$ cat src/rtl/fdc_pkg.sv
// ====================================================================
// fdc shared definitions
// register map, status bit positions, sequencer states and timing
// ====================================================================
`default_nettype none

package fdc_pkg;

	// host register map
	localparam logic [1:0] A_CMD_STATUS = 2'd0;
	localparam logic [1:0] A_TRACK      = 2'd1;
	localparam logic [1:0] A_SECTOR     = 2'd2;
	localparam logic [1:0] A_DATA       = 2'd3;

	typedef logic [7:0]  byte_t;
	typedef logic [19:0] img_addr_t;  // byte offset in the image, 1 MB max
	typedef logic [31:0] lba_t;
	typedef logic [10:0] buf_addr_t;  // {block, byte in block}

	localparam int BLOCK_BYTES = 512;

	// status bits, some shared between the type I and type II layouts
	localparam int ST_NOT_READY       = 7;
	localparam int ST_PROTECT         = 6;
	localparam int ST_HEAD_OR_WRFAULT = 5;
	localparam int ST_SEEK_ERR        = 4;
	localparam int ST_TRACK0_OR_LOST  = 2;
	localparam int ST_DRQ_OR_INDEX    = 1;
	localparam int ST_BUSY            = 0;

	// timing in clk_sys cycles
	localparam int TYPE1_BUSY_CYCLES  = 4000;
	localparam int BYTE_GAP_CYCLES    = 16;
	localparam int SEEK_SETTLE_CYCLES = 1023;

	typedef enum logic [3:0] {
		SEQ_IDLE,
		SEQ_SEARCH,
		SEQ_FILL_BLOCK,
		SEQ_FILL_WAIT,
		SEQ_BYTE_GAP,
		SEQ_BYTE_WAIT,
		SEQ_FLUSH_BLOCK,
		SEQ_FLUSH_WAIT,
		SEQ_BUSY_WAIT,
		SEQ_END_CMD
	} seq_state_t;

endpackage

`default_nettype wire

$ cat src/rtl/sd_transfer.sv
// ====================================================================
// fdc sd block transfer
// block read/write requests, ack edges and buffer write gating
// ====================================================================
`timescale 1ns/1ps
`default_nettype none

module sd_transfer (
	input  logic               clk_sys,
	input  logic               reset,
	input  logic               blk_read_req,
	input  logic               blk_write_req,
	input  logic [1:0]         blk_index,
	input  fdc_pkg::img_addr_t sector_offset,
	input  logic               sd_ack,
	input  logic               sd_buff_wr,
	output logic               sd_rd,
	output logic               sd_wr,
	output fdc_pkg::lba_t      sd_lba,
	output logic               blk_done,
	output logic               sd_buf_we
);

	logic old_ack;
	logic pending;  // block requested and not finished

	always_ff @(posedge clk_sys) begin
		if (reset) begin
			{sd_rd, sd_wr} <= '0;
			old_ack  <= 1'b0;
			pending  <= 1'b0;
			blk_done <= 1'b0;
		end else begin
			old_ack  <= sd_ack;
			blk_done <= 1'b0;
			if (blk_read_req || blk_write_req)
				pending <= 1'b1;
			if (blk_read_req)
				sd_rd <= 1'b1;
			if (blk_write_req)
				sd_wr <= 1'b1;
			if (!old_ack && sd_ack)
				{sd_rd, sd_wr} <= '0;  // request taken
			if (old_ack && !sd_ack && pending) begin
				pending  <= 1'b0;
				blk_done <= 1'b1;
			end
		end
	end

	assign sd_lba = fdc_pkg::lba_t'(sector_offset / fdc_pkg::BLOCK_BYTES)
		+ fdc_pkg::lba_t'(blk_index);
	assign sd_buf_we = sd_buff_wr && sd_ack && pending;

endmodule

`default_nettype wire

$ cat config.mk
export PLATFORM = sky130hd
export DESIGN_NAME = sd_transfer
export DESIGN_NICKNAME = d
export VERILOG_FILES = /design/src/rtl/fdc_pkg.sv /design/src/rtl/sd_transfer.sv
export SDC_FILE = /design/constraint.sdc
export NUM_CORES = 1
export LEC_CHECK = 0
export BUFFER_PORTS_ARGS = -buffer_cell sky130_fd_sc_hd__buf_2
export CORE_MARGIN = 5
export CORE_UTILIZATION = 32
export DETAILED_ROUTE_END_ITERATION = 8
export PLACE_DENSITY_LB_ADDON = 0.1
export SETUP_SLACK_MARGIN = 0.05
export SYNTH_ARGS = -nofsm -noshare
export SYNTH_HDL_FRONTEND = slang
export SYNTH_SLANG_ARGS = --single-unit
$ cat constraint.sdc
create_clock -name clk_sys -period 1.8 [get_ports clk_sys]
set_input_delay 0.18 -clock clk_sys [delete_from_list [all_inputs] [get_ports clk_sys]]
set_output_delay 0.18 -clock clk_sys [all_outputs]
set_load 0.02 [all_outputs]
# Word level (Yosys, flattened, before mapping)
# Cells that the tools add are included.
word_totals:
  mem_bits_rw: 0
  latch_bits: 0
  register_bits: 5
  romBits: 0
  mem_count: 0
classes:
  n_mux: 1
  magnitude_cmp: 0
  shifts: 0
  n_reduce_logical: 10
  eq_ne: 0
  div: 0
  n_mul: 0
  add_sub_neg: 1
  bitwise_logic: 0
ops:
  columns: ["cell", "n"]
  rows:
  - ["$add A11 B2 Y12", 1]
  - ["$logic_and A1 B1 Y1", 5]
  - ["$reduce_or A2 Y1", 2]
  - ["$logic_not A1 Y1", 2]
  - ["$logic_or A1 B1 Y1", 1]
  - ["$mux W1", 1]

# Depth between registers and ports, before layout
logic_depth:
  depth_word: 4
  depth_mapped: 6

# Worst setup path after synthesis
# No wires, ideal clock.
synth_path:
  kind: "input -> output"
  startpoint: "in blk_index[0]"
  endpoint: "out sd_lba[10]"
  t_required_ns: 1.620
  cell_stages: 6
  path_buffers: 0
  path_slack_ns: 0.043
  arrival_ns: 1.577
  path_cell_list: "ha_1 inv_1 fa_1 and4b_2 nand4_1 xnor2_1"
synth_via:
  elab_chain_len: 1
synth_lines:
  columns: ["element", "line_no", "text"]
  rows:
  - ["from (decl)", "sd_transfer.sv:13", "input logic [1:0] blk_index,"]
  - ["$add A11 B2 Y12", "sd_transfer.sv:52", "+ fdc_pkg::lba_t'(blk_index);"]
  - ["to (decl)", "sd_transfer.sv:19", "output fdc_pkg::lba_t sd_lba,"]
# No other way between the ends.

# Final worst setup path
# Same ends and word-level chain as after synthesis.

==> impl_summary.txt <==
----------------------------------------------------
[Outcome]
  Status ... completed

[Layout]
  Synth-to-Final Area Change ... 34.7%
  Share of the core filled with cells ... 44.0%
  Fraction of final layout cells with drive strength greater than 1 ... 42.1%
  Net count, final ... 139
  Diode insertion count for antenna repair ... 0

[Clocking]
  # clock sinks ... 5
  Clock tree buffer depth ... 2
  TritonCTS clock tree ... built
  Deepest level of the CTS H-tree ... 1
  Clock latency reported for the late side of the worst-skew pair ... 240 ps
  Cell at the root of the clock tree ... sky130_fd_sc_hd__clkbuf_4
  Worst-path clk slew ... 40 ps
  CTS buffer count ... 3

[Routing]
  Wire length after detailed routing ... 1.14 mm
  Total iterations of the first detailed-routing run ... 3
  Total DRC errors in the routed layout ... 0
  WL/cell ... 9.19 um
  Number of antenna-violating nets in the routed design ... 0
  Initial DRC Count ... 4
  Detail-routed via count per cell ... 4.06
  Total number of vias ... 503

[Global route]
  Tot GR Track Use ... 8.18%
  Via count of the first global-routing pass ... 425
  Global-route wire length before repair ... 1.63 mm
  Initial antenna violation count ... 0
  Pin count of the biggest net entering global routing ... 6
  Overflow left after global routing ... 0

[STA]
  Final total negative setup slack ... 0 ps
  Worst setup margin ... 109 ps
  Tightest hold margin ... 139 ps
  Count of final max-slew check failures ... 0
  Setup repair after global routing missed its margin ... true
  Number of endpoints failing setup at the final stage ... 0
  Share of the clock period used by the worst path after layout ... 94.0%
  Final Skew ... 1.39 ps
  Hold Fails Final Rpt ... 0
  Highest achievable clock rate ... 591 MHz
  Time the final worst path needs with I/O delays and setup ... 1690 ps

[Floorplanning]
  Initial Utilization ... 32.7%
  Die Height ... 51.5 um
  Core Region ... 0.00169 mm2
  Die width ... 51.5 um
  Cell row count ... 15
  Floorplan die area ... 0.00265 mm2
  IO Count ... 64

[Synth]
  Portion of synthesized cell area occupied by the leading cell type ... 27.2%
  Syn Area/Cell ... 8.11 um2
  Synth cell count leaders ... 20 x sky130_fd_sc_hd__buf_4, 6 x sky130_fd_sc_hd__inv_1, 5 x sky130_fd_sc_hd__dfxtp_1, 5 x sky130_fd_sc_hd__xnor2_1
  Number of distinct standard cells referenced by the synthesized netlist ... 21
  Most frequent cell after synthesis ... sky130_fd_sc_hd__buf_4
  Sequential area share after synthesis ... 18.1%
  Mapped cell area ... 552 um2
  Leading register cell type out of synthesis ... sky130_fd_sc_hd__dfxtp_1
  Synth Warn # ... 0
  Ranking of synthesized cells by area ... sky130_fd_sc_hd__buf_4 27%, sky130_fd_sc_hd__dfxtp_1 18%, sky130_fd_sc_hd__xnor2_1 7.9%, sky130_fd_sc_hd__xor2_1 6.3%, sky130_fd_sc_hd__and3_1 4.5%
  Synth area leader ... sky130_fd_sc_hd__buf_4
  EDFF count, synth ... 0
  Synth async-reset ratio ... 0%
  Register bit count reported by yosys ... 5
  Syn Inst Count ... 68

[Critical path]
  Critical path cell sequence ... buf_6 > ha_4 > inv_2 > fa_2 > and4b_2 > nand4_1 > xnor2_2 > buf_4
  Worst path bufs/invs ... 3
  Slowest cell on the critical path ... sky130_fd_sc_hd__fa_2
  Data required time of the critical path ... 1620 ps
  Slowest Stage Delay on Critical Path ... 330 ps
  Category of the most critical setup path ... input port to primary output
  Worst setup SP type ... input port
  Data arrival at the endpoint of the critical path ... 1510 ps
  Worst-path fanout max ... 3
  Sort of element at the end of the critical path ... primary output
  Top delay family on crit path ... adder cells

[Power and ir drop]
  Total power divided by cell area ... 575 mW/mm2
  Leakage power of the design ... 0.428 nW
  Worst voltage drop across the vdd grid ... 0.000172 V
  Power after layout ... 0.428 mW

[Placed design]
  Post-Place Worst Slack ... -38.2 ps
  Number of buffers inserted by port buffering ... 34
  Final HPWL from detailed placement ... 999 um
  Weighted congestion at the end of routability-driven global placement ... 0.670

[Flow run]
  Max capacitance violation total ... 0

[Hold path]
  Worst hold path type ... input port to flip-flop

----------------------------------------------------
## final timing paths
check,startpoint,end,slack (ps),cells after the start
worst max-delay path,blk_index[0],sd_lba[10],110,8
worst min-delay path,reset,old_ack,140,2
worst max register to register,old_ack,sd_rd,1060,3
worst min register to register,old_ack,pending,450,1
## timing repair
item                                    CTS  global route
pin swaps                                 4             3
resized for setup                         7             0
endpoints found under the setup margin    2             1
buffers inserted                          0             0
hold buffers                              0             0
## layer usage
metal | share of wire [%] | vias up | global-route usage (%) | routed length [um]
li1 | - | 259 | - | -
met4 | 0.35 | 0 | 5.24 | 4
met3 | 11 | 2 | 2.01 | 128
met5 | 0 | - | 0 | 0
met1 | 36 | 214 | 9.12 | 411
met2 | 52 | 28 | 13.8 | 595
## cell usage in the layout (no fill, tap or decap)
master / synthesis / layout
sky130_fd_sc_hd__conb_1: 1 / 20
sky130_fd_sc_hd__ha_4: 0 / 1
sky130_fd_sc_hd__and3_1: 4 / 4
sky130_fd_sc_hd__buf_2: 0 / 31
sky130_fd_sc_hd__clkbuf_1: 0 / 1
sky130_fd_sc_hd__xnor2_2: 0 / 1
sky130_fd_sc_hd__inv_2: 0 / 1
sky130_fd_sc_hd__or2b_1: 1 / 1
sky130_fd_sc_hd__nor4b_1: 1 / 1
sky130_fd_sc_hd__buf_6: 0 / 2
sky130_fd_sc_hd__ha_1: 2 / 1
sky130_fd_sc_hd__nand3_2: 1 / 1
sky130_fd_sc_hd__buf_4: 20 / 3
sky130_fd_sc_hd__a311oi_1: 1 / 1
sky130_fd_sc_hd__nor3_1: 2 / 2
sky130_fd_sc_hd__xor2_1: 4 / 4
sky130_fd_sc_hd__inv_1: 6 / 5
sky130_fd_sc_hd__nor2_1: 3 / 3
sky130_fd_sc_hd__and4b_2: 1 / 1
sky130_fd_sc_hd__xnor2_1: 5 / 4
sky130_fd_sc_hd__fa_2: 0 / 1
sky130_fd_sc_hd__o21a_1: 2 / 2
sky130_fd_sc_hd__dfxtp_1: 5 / 5
sky130_fd_sc_hd__nand2_1: 4 / 4
sky130_fd_sc_hd__and4bb_1: 1 / 1
sky130_fd_sc_hd__clkbuf_4: 0 / 3
sky130_fd_sc_hd__nand4_1: 1 / 1
sky130_fd_sc_hd__a21oi_1: 2 / 2
## through the flow
step / area [um2] / cells
6_report: 743 / 124
5_1_grt: 743 / 124
3_3_place_gp: 687 / 120
2_1_floorplan: 631 / 87
4_1_cts: 743 / 124
3_5_place_dp: 687 / 120
## power by group
part | internal [mW] | total [mW] | switching, mW | leakage (nW)
Clock | 0.0837 | 0.129 | 0.0448 | 0.0150
Sequential | 0.117 | 0.120 | 0.00313 | 0.0414
Combinational | 0.0627 | 0.179 | 0.116 | 0.371
Total | 0.264 | 0.428 | 0.164 | 0.428
## flip-flops by register name (all words and copies together), names as in the netlist
register,flops
sd_rd,1
pending,1
blk_done,1
sd_wr,1
old_ack,1
## cells by family (layout without fill, tap and decap cells)
kind of cell | after synthesis | count (layout) | share of synthesized area (%)
AND/OR/NAND/NOR | 19 | 19 | 21.3
other | 1 | 20 | 0.680
flip-flops | 5 | 5 | 18.1
adder cells (fa/ha/maj) | 3 | 3 | 8.16
AO/OA/AOI/OAI | 5 | 5 | 6.12
XOR/XNOR | 9 | 9 | 14.3
buffers and inverters | 26 | 46 | 31.3
## final cells by class
type,instances,area [um2]
clock buffer,4,26.3
fill,183,946
inverter,6,22.5
multi-input combinational,56,373
sequential,5,100
tap,17,21.3
timing repair buffer,36,200
No activity file was read; power rests on OpenSTA's default activity.
