==> src/rtl/fdc_pkg.sv <==
// ====================================================================
// fdc shared definitions
// register map, status bit positions, sequencer states and timing
// ====================================================================
`default_nettype none

package fdc_pkg;

	// host register map
	localparam logic [1:0] A_CMD_STATUS = 2'd0;
	localparam logic [1:0] A_TRACK      = 2'd1;
	localparam logic [1:0] A_SECTOR     = 2'd2;
	localparam logic [1:0] A_DATA       = 2'd3;

	typedef logic [7:0]  byte_t;
	typedef logic [19:0] img_addr_t;  // byte offset in the image, 1 MB max
	typedef logic [31:0] lba_t;
	typedef logic [10:0] buf_addr_t;  // {block, byte in block}

	localparam int BLOCK_BYTES = 512;

	// status bits, some shared between the type I and type II layouts
	localparam int ST_NOT_READY       = 7;
	localparam int ST_PROTECT         = 6;
	localparam int ST_HEAD_OR_WRFAULT = 5;
	localparam int ST_SEEK_ERR        = 4;
	localparam int ST_TRACK0_OR_LOST  = 2;
	localparam int ST_DRQ_OR_INDEX    = 1;
	localparam int ST_BUSY            = 0;

	// timing in clk_sys cycles
	localparam int TYPE1_BUSY_CYCLES  = 4000;
	localparam int BYTE_GAP_CYCLES    = 16;
	localparam int SEEK_SETTLE_CYCLES = 1023;

	typedef enum logic [3:0] {
		SEQ_IDLE,
		SEQ_SEARCH,
		SEQ_FILL_BLOCK,
		SEQ_FILL_WAIT,
		SEQ_BYTE_GAP,
		SEQ_BYTE_WAIT,
		SEQ_FLUSH_BLOCK,
		SEQ_FLUSH_WAIT,
		SEQ_BUSY_WAIT,
		SEQ_END_CMD
	} seq_state_t;

endpackage

`default_nettype wire

==> src/rtl/host_port.sv <==
// ====================================================================
// fdc host port
// host strobe edges, track/sector/data registers and read-back mux
// ====================================================================
`timescale 1ns/1ps
`default_nettype none

module host_port (
	input  logic           clk_sys,
	input  logic           reset,
	input  logic           io_en,
	input  logic           rd,
	input  logic           wr,
	input  logic [1:0]     addr,
	input  fdc_pkg::byte_t din,
	input  fdc_pkg::byte_t status,
	input  fdc_pkg::byte_t buf_q,
	input  logic           seq_idle,
	input  logic           busy,
	output fdc_pkg::byte_t dout,
	output logic           cmd_strobe,
	output fdc_pkg::byte_t cmd_code,
	output logic           data_read_done,
	output logic           data_write_done,
	output logic           status_read_done,
	output fdc_pkg::byte_t track_reg,
	output fdc_pkg::byte_t sector_reg,
	output fdc_pkg::byte_t data_reg,
	input  logic           track_load,
	input  fdc_pkg::byte_t track_value
);

	logic       rd_s, rd_d;
	logic       wr_s, wr_d;
	logic       rd_rise, rd_fall;
	logic       wr_rise, wr_fall;
	logic [1:0] cur_addr;  // register of the access in progress

	assign rd_rise = rd_s & ~rd_d;
	assign rd_fall = ~rd_s & rd_d;
	assign wr_rise = wr_s & ~wr_d;
	assign wr_fall = ~wr_s & wr_d;

	always_ff @(posedge clk_sys) begin
		if (reset) begin
			{rd_s, rd_d, wr_s, wr_d} <= '0;
			cur_addr <= fdc_pkg::A_CMD_STATUS;
		end else begin
			rd_s <= rd & io_en;
			rd_d <= rd_s;
			wr_s <= wr & io_en;
			wr_d <= wr_s;
			if (rd_rise | wr_rise)
				cur_addr <= addr;  // trailing events use this
		end
	end

	assign cmd_strobe       = wr_rise && addr == fdc_pkg::A_CMD_STATUS;
	assign cmd_code         = din;
	assign status_read_done = rd_fall && cur_addr == fdc_pkg::A_CMD_STATUS;
	assign data_read_done   = rd_fall && cur_addr == fdc_pkg::A_DATA;
	assign data_write_done  = wr_fall && cur_addr == fdc_pkg::A_DATA;

	always_ff @(posedge clk_sys) begin
		if (reset) begin
			track_reg  <= '0;
			sector_reg <= '0;
			data_reg   <= '0;
		end else begin
			if (wr_rise) begin
				case (addr)
					fdc_pkg::A_TRACK:  if (!busy) track_reg <= din;
					fdc_pkg::A_SECTOR: if (!busy) sector_reg <= din;
					fdc_pkg::A_DATA:   data_reg <= din;
					default: ;  // command goes to the sequencer
				endcase
			end
			if (track_load)
				track_reg <= track_value;  // restore, seek, step with update
		end
	end

	always_comb begin
		case (addr)
			fdc_pkg::A_CMD_STATUS: dout = status;
			fdc_pkg::A_TRACK:      dout = track_reg;
			fdc_pkg::A_SECTOR:     dout = sector_reg;
			default:               dout = seq_idle ? data_reg : buf_q;
		endcase
	end

	// a command comes from a write with no read level beside it
	a_cmd_clean: assert property (@(posedge clk_sys) disable iff (reset)
		cmd_strobe |-> !rd_s);

endmodule

`default_nettype wire

==> config.mk <==
export PLATFORM = sky130hd
export DESIGN_NAME = host_port
export DESIGN_NICKNAME = d
export VERILOG_FILES = /design/src/rtl/fdc_pkg.sv /design/src/rtl/host_port.sv
export SDC_FILE = /design/constraint.sdc
export NUM_CORES = 1
export LEC_CHECK = 0
export ABC_AREA = 1
export ABC_CLOCK_PERIOD_IN_PS = 1450
export BUFFER_PORTS_ARGS = -buffer_cell sky130_fd_sc_hd__buf_2
export CORE_MARGIN = 8
export CORE_UTILIZATION = 33
export CTS_BUF_LIST = sky130_fd_sc_hd__clkbuf_16
export CTS_CLUSTER_SIZE = 14
export DETAILED_ROUTE_END_ITERATION = 8
export GPL_TIMING_DRIVEN = 1
export HOLD_SLACK_MARGIN = 0.06
export SETUP_SLACK_MARGIN = 0.1
export SYNTH_ARGS = -nofsm -noshare
export SYNTH_HDL_FRONTEND = slang
export SYNTH_SLANG_ARGS = --single-unit
export TNS_END_PERCENT = 10
==> constraint.sdc <==
create_clock -name clk_sys -period 1.45 [get_ports clk_sys]
set_clock_uncertainty 0.1 [all_clocks]
set_input_delay 0.29 -clock clk_sys [delete_from_list [all_inputs] [get_ports clk_sys]]
set_output_delay 0.29 -clock clk_sys [all_outputs]
set_load 0.02 [all_outputs]
== Word-level counts from Yosys, hierarchy flattened ==
Index checks and enable logic that the tools add are counted.
W data, S select, Z words.
Cells by class
  bitwise operators: 12
  equal/unequal tests: 5
  multiplexer cells: 6
  reduce and logical (&&, ||, !) cells: 11
Operators with widths (count)
  $mux W8: 5
  $pmux W8 S3: 1
  $and A1 B1 Y1: 6
  $eq A2 B2 Y1 const B: 3
  $reduce_and A3 Y1: 2
  $not A1 Y1: 5
  $logic_and A1 B1 Y1: 4
  $logic_not A2 Y1: 2
  $reduce_bool A2 Y1: 2
  $eq A2 B1 Y1 const B: 1
  $ne A2 B1 Y1 const B: 1
  $reduce_and A2 Y1: 1
  $or A1 B1 Y1: 1
Storage, ports and cells
  word-level logic and storage cells: 42
  output and inout port bits: 44
  register bits: 30

== Depth between registers and ports, before layout ==
Gate-level depths: netlist of run 1.
  depth after elaboration: 4
  mapped depth: 7

== Worst setup path before layout of run 1 ==
No wires, ideal clock.
  path kind: input -> output
  from: input seq_idle
  to: output dout[7]
  data required time: 1060 ps
  cell stages on the path: 3
  arrival: 1144 ps
  buffers on the path: 1
  slack: -84 ps
  path through: clkbuf_1 o21ai_0 o21ai_0
Between the ends
  longest elaborated chain between the ends: 2
RTL lines
  start, declared: line host_port.sv:18  | input logic seq_idle,
  $mux W8: line host_port.sv:88  | default: dout = seq_idle ? data_reg : buf_q;
  $pmux W8 S3: line host_port.sv:84  | case (addr)
  end, declared: line host_port.sv:20  | output fdc_pkg::byte_t dout,
Every way passes these cells.

== Final worst setup path of run 1 ==
  from: register wr_d
  to: output data_write_done
Between the ends
  longest elaborated chain between the ends: 2
RTL lines
  start, declared: line host_port.sv:34  | logic wr_s, wr_d;
  start signal, assigned: line host_port.sv:52  | wr_d <= wr_s;
  $and A1 B1 Y1: line host_port.sv:42  | assign wr_fall = ~wr_s & wr_d;
  $logic_and A1 B1 Y1: line host_port.sv:62  | assign data_write_done = wr_fall && cur_addr == fdc_pkg::A_DATA;
  end, declared: line host_port.sv:24  | output logic data_write_done,
Every way passes these cells.

==> run metrics, run 1 <==
CP peak stage delay about 0.32 ns; worst slew pin tran just over 0.4 ns; Final #Nets between 300 and 400; post-route total power about 2.3 mW; slowest CP cell dfxtp_2; Total GRT Usage 0.143; status finished, violations left; Initial Utilization 0.340; GPL Wtd Cong between 0.8 and 0.9; Mean Syn Cell Area about 6.7 sq um; drt first pass iters 4; post-route cell area between 2000 and 2500 sq um; period utilisation layout 1.01; startpoint types flop; Worst-Skew Late Latency between 0.2 and 0.3 ns; Max Buffers Root-to-Sink 2; Final WS setup -0.0179 ns; sequential area share after synthesis 0.376; pwr dens 934 nW/um^2; first-pass GRT wire length between 8000 and 9000 um; synth unique cells 23; wl on met1 around 2200 um; Routed Antenna Nets 0; worst vdd ir 0.434 mV; CTS tree done; Synth Register Bits 30; via count of the first global-routing pass 1,742; Critical Path RT ~1.1 ns; Slew HR 0.727; CP Capture Type output pin; commonest non-fill, non-tap cell in the layout buf_2; Final Setup Violations 1; DR DRC count 0; layout cells sized above 1 0.431; clk slew on worst S/H paths ~0.05 ns; Max FO, Critical Path 2; commonest non-fill, non-tap cells in the layout buf_2 (71), nand2_1 (56), nor2_1 (36); drt total wl ~5300 um; total CTS buffers 5; Ant. Diodes 0; HPWL after DPL 4380 um; Synth area leader dfxtp_1; Top-Level Pins 86; H-tree level count 2; Hold Crit Class in2reg; via count around 1,800; core footprint between 4000 and 5000 sq um; met2 WL 2580 um; final slew viol count 0; Final Hold Viols 0; WL per Instance about 14 um; CP Cell Sequence inv_2, nor4_2, buf_4; row count 25; Setup Crit Path Kind reg2out; failing checks setup timing; minimum clock period 1.47 ns; hold_buf cts 0; LEAKAGE roughly 1.2 nW; Fmax between 600 and 700 MHz; die area 7320 sq um; 1st-iter DRT viols 88; Top Metal Used met4; pin count of the biggest net entering global routing 20; Worst Path Arrival about 1.1 ns; # placed instances 379; DIE WIDTH around 86 um; via density per instance approximately 4.7; RSZ-0062 raised after global routing yes; met3 WL post-DR 468 um; Netlist Area Pre-Place 1600 sq um; Area after DPL about 2200 sq um; input/output buffers 85; synth warn 0; syn_nets 280; final non-filler cell total just under 400; Synth area leaders dfxtp_1 (38%), nand2_1 (14%), nor2_1 (9.2%); Max Cap Violations 0; Root Driver clkbuf_16; Overflow after GRT 0; P&R area growth vs syn 51.7%; post-synthesis cell count ~240; initial antenna violation count 0; Synth top area share 0.376; Die H 85.5 um; Sink Count 30
-- synthesized netlist by cell type --
cell	number
o21ai_1	12
nor2_4	3
clkbuf_1	3
o211ai_1	4
nand4_1	13
nor4_1	1
o21ai_0	14
nand2_2	1
nand2_1	58
nand3_1	7
nor2_2	1
inv_2	3
inv_1	16
buf_1	1
nor3_1	3
buf_6	1
nand3_4	2
nor2_1	39
clkinv_4	1
buf_4	8
a21oi_1	15
buf_2	2
dfxtp_1	30
-- worst paths after layout --
check             from         endpoint  slack (ns)  cells after the start
hold / removal      wr             wr_s        0.14                      3
setup reg to reg  wr_d    sector_reg[6]        0.25                      6
hold reg to reg   rd_s             rd_d        0.35                      2
setup / recovery  wr_d  data_write_done       -0.02                      3
-- area by class of cell --
type	instances	area (sq um)
clock buffers	5	125
clock inverters	1	3.75
fillers	495	2270
inverters	20	80.1
multi-input cells	173	867
flip-flops and latches	30	611
well taps	54	67.6
repair buffers	105	666
-- where the power goes --
group          internal (mW)  switching (mW)
registers              0.857          0.0222
clock network          0.607           0.324
logic                  0.192           0.259
total                   1.66           0.605
-- stage by stage --
step | hold slack, ns | setup TNS [ns] | setup WS [ns] | utilization
floorplan | 0.304 | 0 | 0.0505 | -
global placement | 0.334 | -0.446 | -0.0612 | 0.458
detailed placement | 0.353 | -0.496 | -0.0897 | 0.458
CTS | 0.134 | -0.0289 | -0.0282 | 0.510
global route | 0.161 | -0.343 | -0.0643 | 0.516
finish | 0.137 | -0.0179 | -0.0179 | 0.516
-- worst max-delay path: cells and delay by family (launching register included) --
family                 cells  cell delay (ns)
buffers and inverters      2             0.23
and+or+nand+nor            1             0.25
DFF                        1             0.32
-- what timing repair did --
item | 4_1_cts | 5_1_grt
resized for setup | 43 | 8
buffers inserted | 2 | 1
pin swaps | 15 | 3
setup endpoints to repair | 12 | 14
-- layer usage --
metal / global-route usage / vias to the layer above
li1: - / 974
met3: 0.0478 / 2
met5: 0 / -
met1: 0.168 / 795
met4: 0.0478 / 0
met2: 0.237 / 69
-- logic make-up after synthesis --
family | synth area share
and+or+nand+nor | 0.365
AOI/OAI and AO/OA | 0.147
buffers and inverters | 0.111
DFF | 0.376
Note: power is estimated with default switching activity, not from simulation.
==> inputs of run 2 (changes only) <==
REMOVE_ABC_BUFFERS = 1   (was unset)
==> run 2 against run 1 <==
  * The flow still finishes with violations (setup timing)
  * Via count is 0.65% lower
  * Cell count fell by 0.52%
  * Sequential cell count stayed put
  * Largest cell class unchanged
  * Hold slack got worse by 0.0096 ns
  * Critical path depth unchanged
  * Sequential share of layout area increased by 0.59 points
  * Count of clock-buffer cells in the layout did not move
  * Die area stayed put
  * Final area fell by 2.3%
  * Largest power group unchanged
==> run metrics, run 2 (synthesized netlist as in run 1, its figures left out) <==
Worst Hold End rd_s; failing checks setup timing; P&R area growth vs syn 48.2%; CP peak stage delay between 0.3 and 0.4 ns; Max FO, Critical Path 3; Max Cap Violations 0; initial antenna violation count 0; first-pass GRT wire length 8680 um; Filler Cell Count a little under 500; # placed instances approximately 380; row count 25; Final WS setup -0.0225 ns; minimum clock period about 1.5 ns; worst slew pin tran about 0.34 ns; HP Start rd; commonest non-fill, non-tap cells in the layout buf_2 (71), nand2_1 (53), nor2_1 (39); input/output buffers 85; Root Driver clkbuf_16; post-route total power roughly 2.3 mW; commonest non-fill, non-tap cell in the layout buf_2; Worst Reg2Reg Path Length in Cells 6; Final Hold Viols 0; CP Cell Sequence inv_1, nor4_2, buf_4; Final Setup Violations 4; Die H between 80 and 90 um; WL per Instance approximately 14 um; Sink Count 30; Hold Path Cell Cnt 3; HPWL after DPL between 4000 and 5000 um; worst vdd ir approximately 0.4 mV; via density per instance ~4.7; Worst-Skew Late Latency 0.27 ns; startpoint types flop; RR Endpoint sector_reg[1]; Slew HR 0.773; via count ~1,800; drt first pass iters 4; CP Capture Type output pin; Total GRT Usage 0.146; Top-Level Pins 86; Fmax around 680 MHz; clk slew on worst S/H paths 0.05 ns; Worst Path Arrival around 1.1 ns; layout cells sized above 1 0.425; R2R Setup Slk 0.23 ns; Overflow after GRT 0; core footprint about 4700 sq um; hold slack around 0.13 ns; status finished, violations left; GPL Wtd Cong 0.843; CTS tree done; Hold Crit Class in2reg; Setup Crit Path Kind reg2out; H-tree level count 2; total CTS buffers 5; Final #Nets between 300 and 400; pwr dens 960 nW/um^2; final non-filler cell total around 390; DR DRC count 0; final slew viol count 0; RSZ-0062 raised after global routing yes; Routed Antenna Nets 0; total negative setup slack -0.0505 ns; Seq. cell area approximately 610 sq um; pin count of the biggest net entering global routing 20; area occupied by multi-input gates approximately 850 sq um; via count of the first global-routing pass about 1,800; slowest CP cell dfxtp_2; 1st-iter DRT viols 63; Critical Path RT around 1.1 ns; LEAKAGE ~1.2 nW; Ant. Diodes 0; drt total wl ~5400 um; Max Buffers Root-to-Sink 2; worst r2r src wr_s; die area between 7000 and 8000 sq um; period utilisation layout 1.02; Initial Utilization 0.340; DIE WIDTH 85.5 um
-- run 2: cell count changes in the layout (fill, tap and decap cells not counted), moves of 2 or more --
cell	before	now
nor2_1	36	39
inv_1	10	13
o21ai_1	17	15
nand2_1	56	53
nor2_4	5	3
buf_6	6	3
nand2_2	2	6
-- run 2: worst max-delay path, delay by kind of cell (launching register included) --
kind,cells,cell delay (ns)
buffers and inverters,2,0.25
AND/OR/NAND/NOR,1,0.21
flip-flops,1,0.35
-- run 2: how the worst max path moves through the flow --
stage / startpoint / slack [ns] / end / depth (start not counted)
2_1_floorplan: cur_addr[0] / -0.02 / data_write_done / 2
3_3_place_gp: addr[1] / -0.07 / dout[2] / 6
3_5_place_dp: addr[1] / -0.10 / dout[2] / 6
4_1_cts: wr_d / -0.02 / data_write_done / 3
5_1_grt: wr_d / -0.10 / cmd_strobe / 4
6_report: cur_addr[1] / -0.02 / data_write_done / 3
-- run 2: repair_timing --
action | 4_1_cts | 5_1_grt
setup buffers | 1 | 0
pin swaps | 10 | 6
resized for setup | 30 | 16
endpoints found under the setup margin | 12 | 14
gates cloned | 0 | 0
hold buffers | 0 | 0
-- run 2: stage by stage --
| stage | setup WS (ns) | instance area [sq um] | util |
|---|---|---|---|
| final | -0.0225 | 2360 | 0.504 |
| after global routing | -0.105 | 2360 | 0.504 |
| after CTS | -0.0228 | 2320 | 0.495 |
| after detailed placement | -0.102 | 2120 | 0.453 |
| after global placement | -0.0734 | 2120 | 0.453 |
| after floorplan | -0.0196 | 1500 | - |
-- run 2: final cells by class --
cell class                      instances  area share
Sequential cell                        30       0.258
Timing Repair Buffer                  102       0.262
Clock inverter                          2     0.00317
Clock buffer                            5      0.0529
Tap cell                               54      0.0286
Multi-Input combinational cell        173       0.361
Inverter                               20      0.0339
-- run 2: power by group --
group	total (mW)	switching [mW]	internal, mW
combinational	0.434	0.255	0.179
sequential	0.878	0.0221	0.856
clock	0.957	0.345	0.612
-- run 2: metal layers --
layer	vias up	share of wire	wire length [um]	global-route usage
met5	-	0	0	0
met4	0	0.015	82	0.0573
met3	6	0.092	497	0.0506
met2	59	0.44	2370	0.224
met1	800	0.46	2470	0.183
li1	963	-	-	-
