### config.mk
export PLATFORM = sky130hd
export DESIGN_NAME = command_seq
export DESIGN_NICKNAME = d
export VERILOG_FILES = /design/src/rtl/fdc_pkg.sv /design/src/rtl/command_seq.sv
export SDC_FILE = /design/constraint.sdc
export NUM_CORES = 1
export LEC_CHECK = 0
export ABC_AREA = 1
export BUFFER_PORTS_ARGS = -buffer_cell sky130_fd_sc_hd__buf_2
export CORE_ASPECT_RATIO = 1.75
export CORE_UTILIZATION = 29
export CTS_CLUSTER_SIZE = 28
export DETAILED_ROUTE_END_ITERATION = 8
export PLACE_DENSITY_LB_ADDON = 0.25
export SLEW_MARGIN = 20
export SYNTH_ARGS = -nofsm -noshare
export SYNTH_HDL_FRONTEND = slang
export SYNTH_SLANG_ARGS = --single-unit
### constraint.sdc
create_clock -name clk_sys -period 3.8 [get_ports clk_sys]
set_input_delay 0 -clock clk_sys [delete_from_list [all_inputs] [get_ports clk_sys]]
set_output_delay 0 -clock clk_sys [all_outputs]
set_load 0.02 [all_outputs]
### src/rtl/fdc_pkg.sv
// ====================================================================
// fdc shared definitions
// register map, status bit positions, sequencer states and timing
// ====================================================================
`default_nettype none

package fdc_pkg;

	// host register map
	localparam logic [1:0] A_CMD_STATUS = 2'd0;
	localparam logic [1:0] A_TRACK      = 2'd1;
	localparam logic [1:0] A_SECTOR     = 2'd2;
	localparam logic [1:0] A_DATA       = 2'd3;

	typedef logic [7:0]  byte_t;
	typedef logic [19:0] img_addr_t;  // byte offset in the image, 1 MB max
	typedef logic [31:0] lba_t;
	typedef logic [10:0] buf_addr_t;  // {block, byte in block}

	localparam int BLOCK_BYTES = 512;

	// status bits, some shared between the type I and type II layouts
	localparam int ST_NOT_READY       = 7;
	localparam int ST_PROTECT         = 6;
	localparam int ST_HEAD_OR_WRFAULT = 5;
	localparam int ST_SEEK_ERR        = 4;
	localparam int ST_TRACK0_OR_LOST  = 2;
	localparam int ST_DRQ_OR_INDEX    = 1;
	localparam int ST_BUSY            = 0;

	// timing in clk_sys cycles
	localparam int TYPE1_BUSY_CYCLES  = 4000;
	localparam int BYTE_GAP_CYCLES    = 16;
	localparam int SEEK_SETTLE_CYCLES = 1023;

	typedef enum logic [3:0] {
		SEQ_IDLE,
		SEQ_SEARCH,
		SEQ_FILL_BLOCK,
		SEQ_FILL_WAIT,
		SEQ_BYTE_GAP,
		SEQ_BYTE_WAIT,
		SEQ_FLUSH_BLOCK,
		SEQ_FLUSH_WAIT,
		SEQ_BUSY_WAIT,
		SEQ_END_CMD
	} seq_state_t;

endpackage

`default_nettype wire

### src/rtl/command_seq.sv
// ====================================================================
// fdc command sequencer
// type I head moves, single sector read/write and force interrupt
// ====================================================================
`timescale 1ns/1ps
`default_nettype none

module command_seq (
	input  logic               clk_sys,
	input  logic               reset,
	input  logic               ready,
	input  logic               wp,
	input  logic               cmd_strobe,
	input  fdc_pkg::byte_t     cmd_code,
	input  logic               data_read_done,
	input  logic               data_write_done,
	input  logic               status_read_done,
	input  fdc_pkg::byte_t     track_reg,
	input  fdc_pkg::byte_t     data_reg,
	input  fdc_pkg::img_addr_t sector_offset,
	input  logic [10:0]        sector_bytes,
	input  logic [1:0]         last_block,
	input  logic               sector_valid,
	input  logic               blk_done,
	output logic               busy,
	output logic               drq,
	output logic               intrq,
	output logic [3:0]         status_flags,
	output fdc_pkg::byte_t     head_track,
	output logic               track_load,
	output fdc_pkg::byte_t     track_value,
	output logic               blk_read_req,
	output logic               blk_write_req,
	output logic [1:0]         blk_index,
	output fdc_pkg::buf_addr_t byte_addr,
	output logic               host_buf_we,
	output logic               seq_idle
);

	fdc_pkg::seq_state_t state;
	logic        type2_mode;  // status layout of the last command
	logic        head_loaded;
	logic        seek_err;
	logic        wr_fault;
	logic        step_dir;    // 1 steps out toward track 0
	logic        step_out;
	logic        is_write;
	logic        blk_outstanding;
	logic        byte_taken;
	logic [11:0] delay_cnt;
	logic [10:0] byte_cnt;    // bytes left in the sector

	assign seq_idle     = state == fdc_pkg::SEQ_IDLE;
	assign status_flags = {type2_mode, head_loaded, seek_err, wr_fault};
	assign step_out     = cmd_code[6] ? cmd_code[5] : step_dir;
	assign host_buf_we  = state == fdc_pkg::SEQ_BYTE_WAIT && is_write && data_write_done;
	assign byte_taken   = state == fdc_pkg::SEQ_BYTE_WAIT
		&& (is_write ? data_write_done : data_read_done);

	always_ff @(posedge clk_sys) begin
		if (reset) begin
			state           <= fdc_pkg::SEQ_IDLE;
			{busy, drq, intrq} <= '0;
			{type2_mode, head_loaded, seek_err, wr_fault} <= '0;
			step_dir        <= 1'b0;
			head_track      <= '0;
			track_load      <= 1'b0;
			blk_read_req    <= 1'b0;
			blk_write_req   <= 1'b0;
			blk_index       <= '0;
			blk_outstanding <= 1'b0;
		end else begin
			track_load    <= 1'b0;
			blk_read_req  <= 1'b0;
			blk_write_req <= 1'b0;
			if (blk_read_req || blk_write_req)
				blk_outstanding <= 1'b1;
			else if (blk_done)
				blk_outstanding <= 1'b0;
			if (status_read_done)
				intrq <= 1'b0;

			// ====================================================================
			// transfer sequence
			case (state)
				fdc_pkg::SEQ_SEARCH: begin
					if (!ready) begin
						seek_err <= 1'b1;
						state    <= fdc_pkg::SEQ_END_CMD;
					end else if (delay_cnt != '0) begin
						delay_cnt <= delay_cnt - 1'b1;  // head settle
					end else if (!sector_valid) begin
						seek_err <= 1'b1;
						state    <= fdc_pkg::SEQ_END_CMD;
					end else begin
						blk_index <= 2'd0;
						byte_addr <= {2'b00, sector_offset[8:0]};
						byte_cnt  <= sector_bytes;
						state     <= fdc_pkg::SEQ_FILL_BLOCK;
					end
				end
				// writes fill too, so partial blocks keep their other bytes
				fdc_pkg::SEQ_FILL_BLOCK: begin
					if (!blk_outstanding) begin
						blk_read_req <= 1'b1;
						state        <= fdc_pkg::SEQ_FILL_WAIT;
					end
				end
				fdc_pkg::SEQ_FILL_WAIT: begin
					if (blk_done && blk_index == last_block) begin
						delay_cnt <= 12'(fdc_pkg::BYTE_GAP_CYCLES);
						state     <= fdc_pkg::SEQ_BYTE_GAP;
					end else if (blk_done) begin
						blk_index <= blk_index + 1'b1;
						state     <= fdc_pkg::SEQ_FILL_BLOCK;
					end
				end
				fdc_pkg::SEQ_BYTE_GAP: begin
					if (delay_cnt != '0) begin
						delay_cnt <= delay_cnt - 1'b1;
					end else begin
						drq   <= 1'b1;
						state <= fdc_pkg::SEQ_BYTE_WAIT;
					end
				end
				fdc_pkg::SEQ_BYTE_WAIT: begin
					if (byte_taken) begin
						drq <= 1'b0;
						if (byte_cnt == 11'd1) begin
							blk_index <= 2'd0;
							state     <= is_write ? fdc_pkg::SEQ_FLUSH_BLOCK
								: fdc_pkg::SEQ_END_CMD;
						end else begin
							byte_addr <= byte_addr + 1'b1;
							byte_cnt  <= byte_cnt - 1'b1;
							delay_cnt <= 12'(fdc_pkg::BYTE_GAP_CYCLES);
							state     <= fdc_pkg::SEQ_BYTE_GAP;
						end
					end
				end
				fdc_pkg::SEQ_FLUSH_BLOCK: begin
					if (!blk_outstanding) begin
						blk_write_req <= 1'b1;
						state         <= fdc_pkg::SEQ_FLUSH_WAIT;
					end
				end
				fdc_pkg::SEQ_FLUSH_WAIT: begin
					if (blk_done && blk_index == last_block) begin
						state <= fdc_pkg::SEQ_END_CMD;
					end else if (blk_done) begin
						blk_index <= blk_index + 1'b1;
						state     <= fdc_pkg::SEQ_FLUSH_BLOCK;
					end
				end
				fdc_pkg::SEQ_BUSY_WAIT: begin
					if (delay_cnt != '0)
						delay_cnt <= delay_cnt - 1'b1;
					else
						state <= fdc_pkg::SEQ_END_CMD;
				end
				fdc_pkg::SEQ_END_CMD: begin
					busy  <= 1'b0;
					drq   <= 1'b0;
					intrq <= 1'b1;
					state <= fdc_pkg::SEQ_IDLE;
				end
				default: ;
			endcase

			// ====================================================================
			// command decode lets only D through while busy
			if (cmd_strobe) begin
				intrq <= 1'b0;
				if (seq_idle || cmd_code[7:4] == 4'hD) begin
					type2_mode <= cmd_code[7];
					if (!cmd_code[7]) begin
						head_loaded <= cmd_code[3];
						busy        <= 1'b1;
						delay_cnt   <= 12'(fdc_pkg::TYPE1_BUSY_CYCLES);
						state       <= fdc_pkg::SEQ_BUSY_WAIT;
					end
					case (cmd_code[7:4])
						4'h0: begin  // restore
							head_track  <= '0;
							track_value <= '0;
							track_load  <= 1'b1;
						end
						4'h1: begin  // seek
							head_track  <= data_reg;
							track_value <= data_reg;
							track_load  <= 1'b1;
						end
						4'h8, 4'h9, 4'hA, 4'hB: begin
							busy      <= 1'b1;
							seek_err  <= 1'b0;
							wr_fault  <= 1'b0;
							is_write  <= cmd_code[5];
							delay_cnt <= 12'(fdc_pkg::SEEK_SETTLE_CYCLES);
							state     <= fdc_pkg::SEQ_SEARCH;
							if (wp && cmd_code[5]) begin  // protected disk gets no SD access
								wr_fault  <= 1'b1;
								delay_cnt <= 12'(fdc_pkg::TYPE1_BUSY_CYCLES);
								state     <= fdc_pkg::SEQ_BUSY_WAIT;
							end
						end
						4'hD: begin  // force interrupt
							type2_mode <= 1'b0;
							seek_err   <= 1'b0;
							wr_fault   <= 1'b0;
							drq        <= 1'b0;
							if (seq_idle)
								busy <= 1'b0;
							else
								state <= fdc_pkg::SEQ_END_CMD;
						end
						4'hC, 4'hE, 4'hF: begin  // address and track commands
							busy      <= 1'b1;
							seek_err  <= 1'b1;
							delay_cnt <= 12'(fdc_pkg::TYPE1_BUSY_CYCLES);
							state     <= fdc_pkg::SEQ_BUSY_WAIT;
						end
						default: begin  // step, step-in, step-out
							step_dir   <= step_out;
							head_track <= step_out ? head_track - 1'b1 : head_track + 1'b1;
							if (cmd_code[4]) begin
								track_value <= step_out ? track_reg - 1'b1 : track_reg + 1'b1;
								track_load  <= 1'b1;
							end
						end
					endcase
				end
			end
		end
	end

	a_drq_busy: assert property (@(posedge clk_sys) disable iff (reset) drq |-> busy);

	// sd_transfer only answers a block that was asked for
	a_done_requested: assert property (@(posedge clk_sys) disable iff (reset)
		blk_done |-> blk_outstanding);

endmodule

`default_nettype wire

Word-level counts from Yosys, hierarchy flattened
Cells that the tools add are included.
{"block": "op_classes", "add_sub_neg": 8, "n_eq_ne": 28, "n_mux": 88, "bitwise": 8, "reduce_logical": 38}
{"operator": "$mux 11", "count": 10}
{"operator": "$mux 12", "count": 9}
{"operator": "$mux 4", "count": 19}
{"operator": "$pmux 12 s4", "count": 1}
{"operator": "$pmux 8 s3", "count": 2}
{"operator": "$pmux 11 s2", "count": 2}
{"operator": "$eq 4x4->1 const B", "count": 10}
{"operator": "$pmux 4 s9", "count": 1}
{"operator": "$mux 1", "count": 26}
{"operator": "$mux 8", "count": 3}
{"operator": "$pmux 12 s2", "count": 1}
{"operator": "$add 8x1->8 const B", "count": 2}
{"operator": "$eq 4x3->1 const B", "count": 4}
{"operator": "$sub 8x1->8 const B", "count": 2}
{"operator": "$mux 2", "count": 7}
{"operator": "$ne 2x2->1 const B", "count": 6}
{"operator": "$pmux 4 s3", "count": 1}
{"operator": "$reduce_and 3->1", "count": 4}
{"operator": "$reduce_bool 12->1", "count": 1}
{"operator": "$reduce_or 2->1", "count": 6}
{"operator": "$sub 12x1->12 const B", "count": 1}
{"operator": "$add 11x1->11 const B", "count": 1}
{"operator": "$eq 11x1->1 const B", "count": 1}
{"operator": "$sub 11x1->11 const B", "count": 1}
{"operator": "25 further kinds", "count": 49}
{"block": "totals", "reg_bits": 69, "input_bits": 67, "out_inout_bits": 41}

Longest topological paths before layout
{"block": "depth", "depth_word": 9, "depth_mapped": 14}

Worst setup path before layout
OpenSTA, ideal clock, no wires.
{"block": "synth_path", "path_type": "register to register", "start": "register delay_cnt[0]", "end": "register byte_addr[0], enable pin", "arrival_ns": 3.358, "required_time_ns": 3.343, "slack_ns": -0.015, "stages_incl_launch_ff": 9, "n_path_buf": 0, "cell_sequence": "edfxtp_1 -> inv_1 -> ha_1 -> nand2_1 -> nor2_1 -> nand2_1 -> nand2_1 -> nand2_1 -> nor4_1"}
{"block": "synth_between", "elab_chain_cells": 3}
{"element": "start, declared", "line_no": "command_seq.sv:50", "rtl": "logic [11:0] delay_cnt;"}
{"element": "start signal, assigned", "line_no": "command_seq.sv:91", "rtl": "delay_cnt <= delay_cnt - 1'b1;"}
{"element": "start signal, assigned", "line_no": "command_seq.sv:111", "rtl": "delay_cnt <= 12'(fdc_pkg::BYTE_GAP_CYCLES);"}
{"element": "start signal, assigned", "line_no": "command_seq.sv:120", "rtl": "delay_cnt <= delay_cnt - 1'b1;"}
{"element": "$reduce_bool 12->1", "line_no": "command_seq.sv:90", "rtl": "end else if (delay_cnt != '0) begin"}
{"element": "$ne 2x2->1 (no source line)"}
{"element": "$reduce_and 7->1 (no source line)"}
{"element": "end signal, assigned", "line_no": "command_seq.sv:97", "rtl": "byte_addr <= {2'b00, sector_offset[8:0]};"}
{"element": "end signal, assigned", "line_no": "command_seq.sv:134", "rtl": "byte_addr <= byte_addr + 1'b1;"}
{"element": "end, declared", "line_no": "command_seq.sv:35", "rtl": "output fdc_pkg::buf_addr_t byte_addr,"}
Every way passes these cells.
A chain may end at the register's enable or synchronous reset.

Worst setup path in the final report
{"block": "layout_path", "start": "register delay_cnt[0]", "end": "register byte_cnt[1], enable pin"}
{"block": "layout_between", "elab_chain_cells": 3}
{"element": "$reduce_bool 12->1", "line_no": "command_seq.sv:90"}
{"element": "$ne 2x2->1 (no source line)"}
{"element": "$reduce_and 7->1 (no source line)"}
{"element": "end signal, assigned", "line_no": "command_seq.sv:98", "rtl": "byte_cnt <= sector_bytes;"}
{"element": "end signal, assigned", "line_no": "command_seq.sv:135", "rtl": "byte_cnt <= byte_cnt - 1'b1;"}
{"element": "end, declared", "line_no": "command_seq.sv:51", "rtl": "logic [10:0] byte_cnt;"}
Every way passes these cells.

==> impl_metrics.toml <==
[place]
numPortBuffers = 93
place_ws_ns = 1.19
placed_cells_incl_taps = 1032
dp_hpwl_um = 11600
place.gp.congestion = 0.891

[floorplan]
pin_count = 108
std_cell_rows = 63
die_y_um = 178
die_area_um2 = 18200
coreArea_um2 = 17100
die_x_um = 102
start_util_pct = 29.9

[final_layout]
finalNonFillerCells = 1076
area.growth.synth_to_final_pct = 24.8
final_core_util_pct = 37.3
diodes = 0
nNetsFinal = 929
drive_gt1_share_pct = 18.3

[detailed_routing]
wl_per_cell_um = 14.0
route.detailed.drc = 0
wl_met1_um = 5730
final_antenna_net_count = 0
wl_um = 15100
dr_wl_met2_um = 8170
first_pass_iters = 4
drt_iter0_drc = 256
via_per_inst = 4.76
num_vias = 5123
met3RoutedLength_um = 785
top_layer = "met4"

[sta]
fin_ws_ns = 1.17
finalHoldViolCount = 0
fin_tns_setup_ns = 0
maxSlewViolCount = 0
fmax_mhz = 380
clock_skew_ns = 0.00637
period_share_pct = 69.3
tightest_slew_ns = 1.00
rsz0062_at_grt = "no"
setup_viol = 0
min_period_ns = 2.63
relSlewSlack_pct = 33.2

[synthesis]
synth_nets = 815
syn_area_um2 = 5120
synth_warnings = 0
synth.distinct_cells = 46
ys.flop_type = "edfxtp_1"
syn_avg_cell_area_um2 = 7.01
ys_seq_area_share_pct = 35.4
syn_inst = 730
async_flop_share_pct = 0
ys_ff_latch = 69
synth_edf_count = 43

[setup_path]
timing.critical_path.from_type = "flip-flop"
end_kind = "flip-flop"
critPathRequiredTime_ns = 3.82
crit_fanout = 22
worstSetupStartpoint = "delay_cnt[0]"
regToRegStartpoint = "delay_cnt[0]"
worstSetupPathType = "reg2reg"
crit_arrival_ns = 2.65

[global_route]
grt_use_total_pct = 17.6
antenna_found_initial = 0
grt_pass1_vias = 5074
grt_pass1_wl_um = 24400
grt_overflow = 0
grt_max_degree = 37

[clock_tree]
clk_pin_slew_ns = 0.06
cts_root_buffer = "clkbuf_16"
holdBufCountCts = 28
cts_sinks = 69
cts_setup_buffers = 0
postCtsResizedCells = 0
clk_latency_ns = 0.34
h-tree-depth = 3
cts_max_path_buffers = 2
cts_inserted_buffers = 9
cts_tree = "built"

[min_path]
hp-start = "data_reg[4]"
hold_path.class = "in2reg"

[status]
status = "finished clean"

[power_and_ir_drop]
p_sw_mw = 1.55
p_comb_share_pct = 42.5
internal_power_mw = 2.14
vdd_drop_max_mv = 0.253
switching_share_pct = 42.0
p_clk_share_pct = 25.3
pwr_density_cell_nw_per_um2 = 576
sequentialPowerShare_pct = 32.1
leakage_nw = 2.98

[run]
max-cap-violations = 0
-- power by group through the flow --
stage | logic, mW | clock network (mW) | registers [mW]
4_1_cts | 1.57 | 0.950 | 1.18
2_1_floorplan | 1.16 | 0 | 1.18
5_1_grt | 1.78 | 0.979 | 1.21
6_report | 1.56 | 0.933 | 1.18
3_3_place_gp | 1.54 | 0 | 1.19
3_5_place_dp | 1.54 | 0 | 1.19
-- flip-flops by register name, summed over array words and instances, names as in the netlist --
register and cells:
delay_cnt 12, seek_err 1, head_loaded 1, state 4, track_load 1, intrq 1
track_value 8, step_dir 1, drq 1, blk_read_req 1, byte_cnt 11, blk_index 2
is_write 1, type2_mode 1, byte_addr 11, blk_outstanding 1, wr_fault 1, busy 1
head_track 8, blk_write_req 1
-- logic make-up after synthesis --
family          Yosys count  synth area share, %
buf+inv                 110                 9.00
flops                    69                 35.4
simple gates            391                 34.8
xor+xnor                 17                 2.91
fa+ha+maj                18                 4.70
compound gates          125                 13.2
-- through the flow --
step	total power [mW]	instance area [µm²]	hold slack, ns
floorplan	2.34	5120	0.0793
global placement	2.74	5780	0.231
detailed placement	2.74	5780	0.246
CTS	3.71	6380	0.0162
global route	3.97	6390	0.0377
finish	3.68	6390	0.00834
-- cell type report --
type	instances	area [µm²]
fill	1824	10700
inverter	90	340
tap	227	284
clock inverter	6	86.3
timing repair buffer	123	761
multi-input combinational	551	2860
sequential	69	1810
clock buffer	10	239
-- cells in the mapped netlist, types with 8 or more instances --
| master | number | area (µm²) |
|---|---|---|
| inv_1 | 79 | 297 |
| inv_2 | 9 | 33.8 |
| nand4_1 | 15 | 93.8 |
| edfxtp_1 | 43 | 1290 |
| a21oi_1 | 46 | 230 |
| dfxtp_1 | 26 | 521 |
| nor2_1 | 80 | 300 |
| nand2_2 | 8 | 50.1 |
| xor2_1 | 10 | 87.6 |
| nand3_1 | 56 | 280 |
| o21ai_0 | 52 | 260 |
| nor3_1 | 14 | 70.1 |
| nand2_1 | 186 | 698 |
| ha_1 | 16 | 200 |
-- per-layer routing --
layer  track usage [%]  up-vias
met1              17.5     2312
met5                 0        -
met2              33.3      137
li1                  -     2646
met3              4.53       28
met4              7.26        0
-- path summary, 6_finish.rpt --
check                         end  slack (ns)  cells past startpoint
hold / removal      head_track[4]       0.008                      3
setup / recovery      byte_cnt[1]        1.17                      9
hold reg to reg   blk_outstanding        0.46                      2
setup reg to reg      byte_cnt[1]        1.17                      9
-- worst max-delay path: stages (launching register included) --
cell      delay (ns)
edfxtp_1        0.43
inv_1           0.17
ha_1            0.30
nand2_1         0.12
nor2_1          0.11
nand2_1         0.29
nand2_1         0.24
nand2_1         0.11
nor4_4          0.20
buf_4           0.32
-- cell usage in the layout, fill, tap and decap left out, types with 3 or more instances in the layout --
cell type and n:
inv_2 9, nor2_4 5, o21ai_0 52, inv_1 79
clkbuf_16 9, buf_2 93, ha_1 16, dfxtp_1 26
nand2_2 8, dlygate4sd3_1 28, nand3_1 56, xor2_1 10
o211ai_1 3, nand2_1 186, nor2_2 7, nand4_1 15
nor2_1 80, nand3b_1 5, nand3_2 3, a21oi_1 46
o21ai_1 6, nand2_4 6, xnor2_1 7, edfxtp_1 43
nor3_1 13, a31oi_1 5
Power figures use the tool's default switching activity.
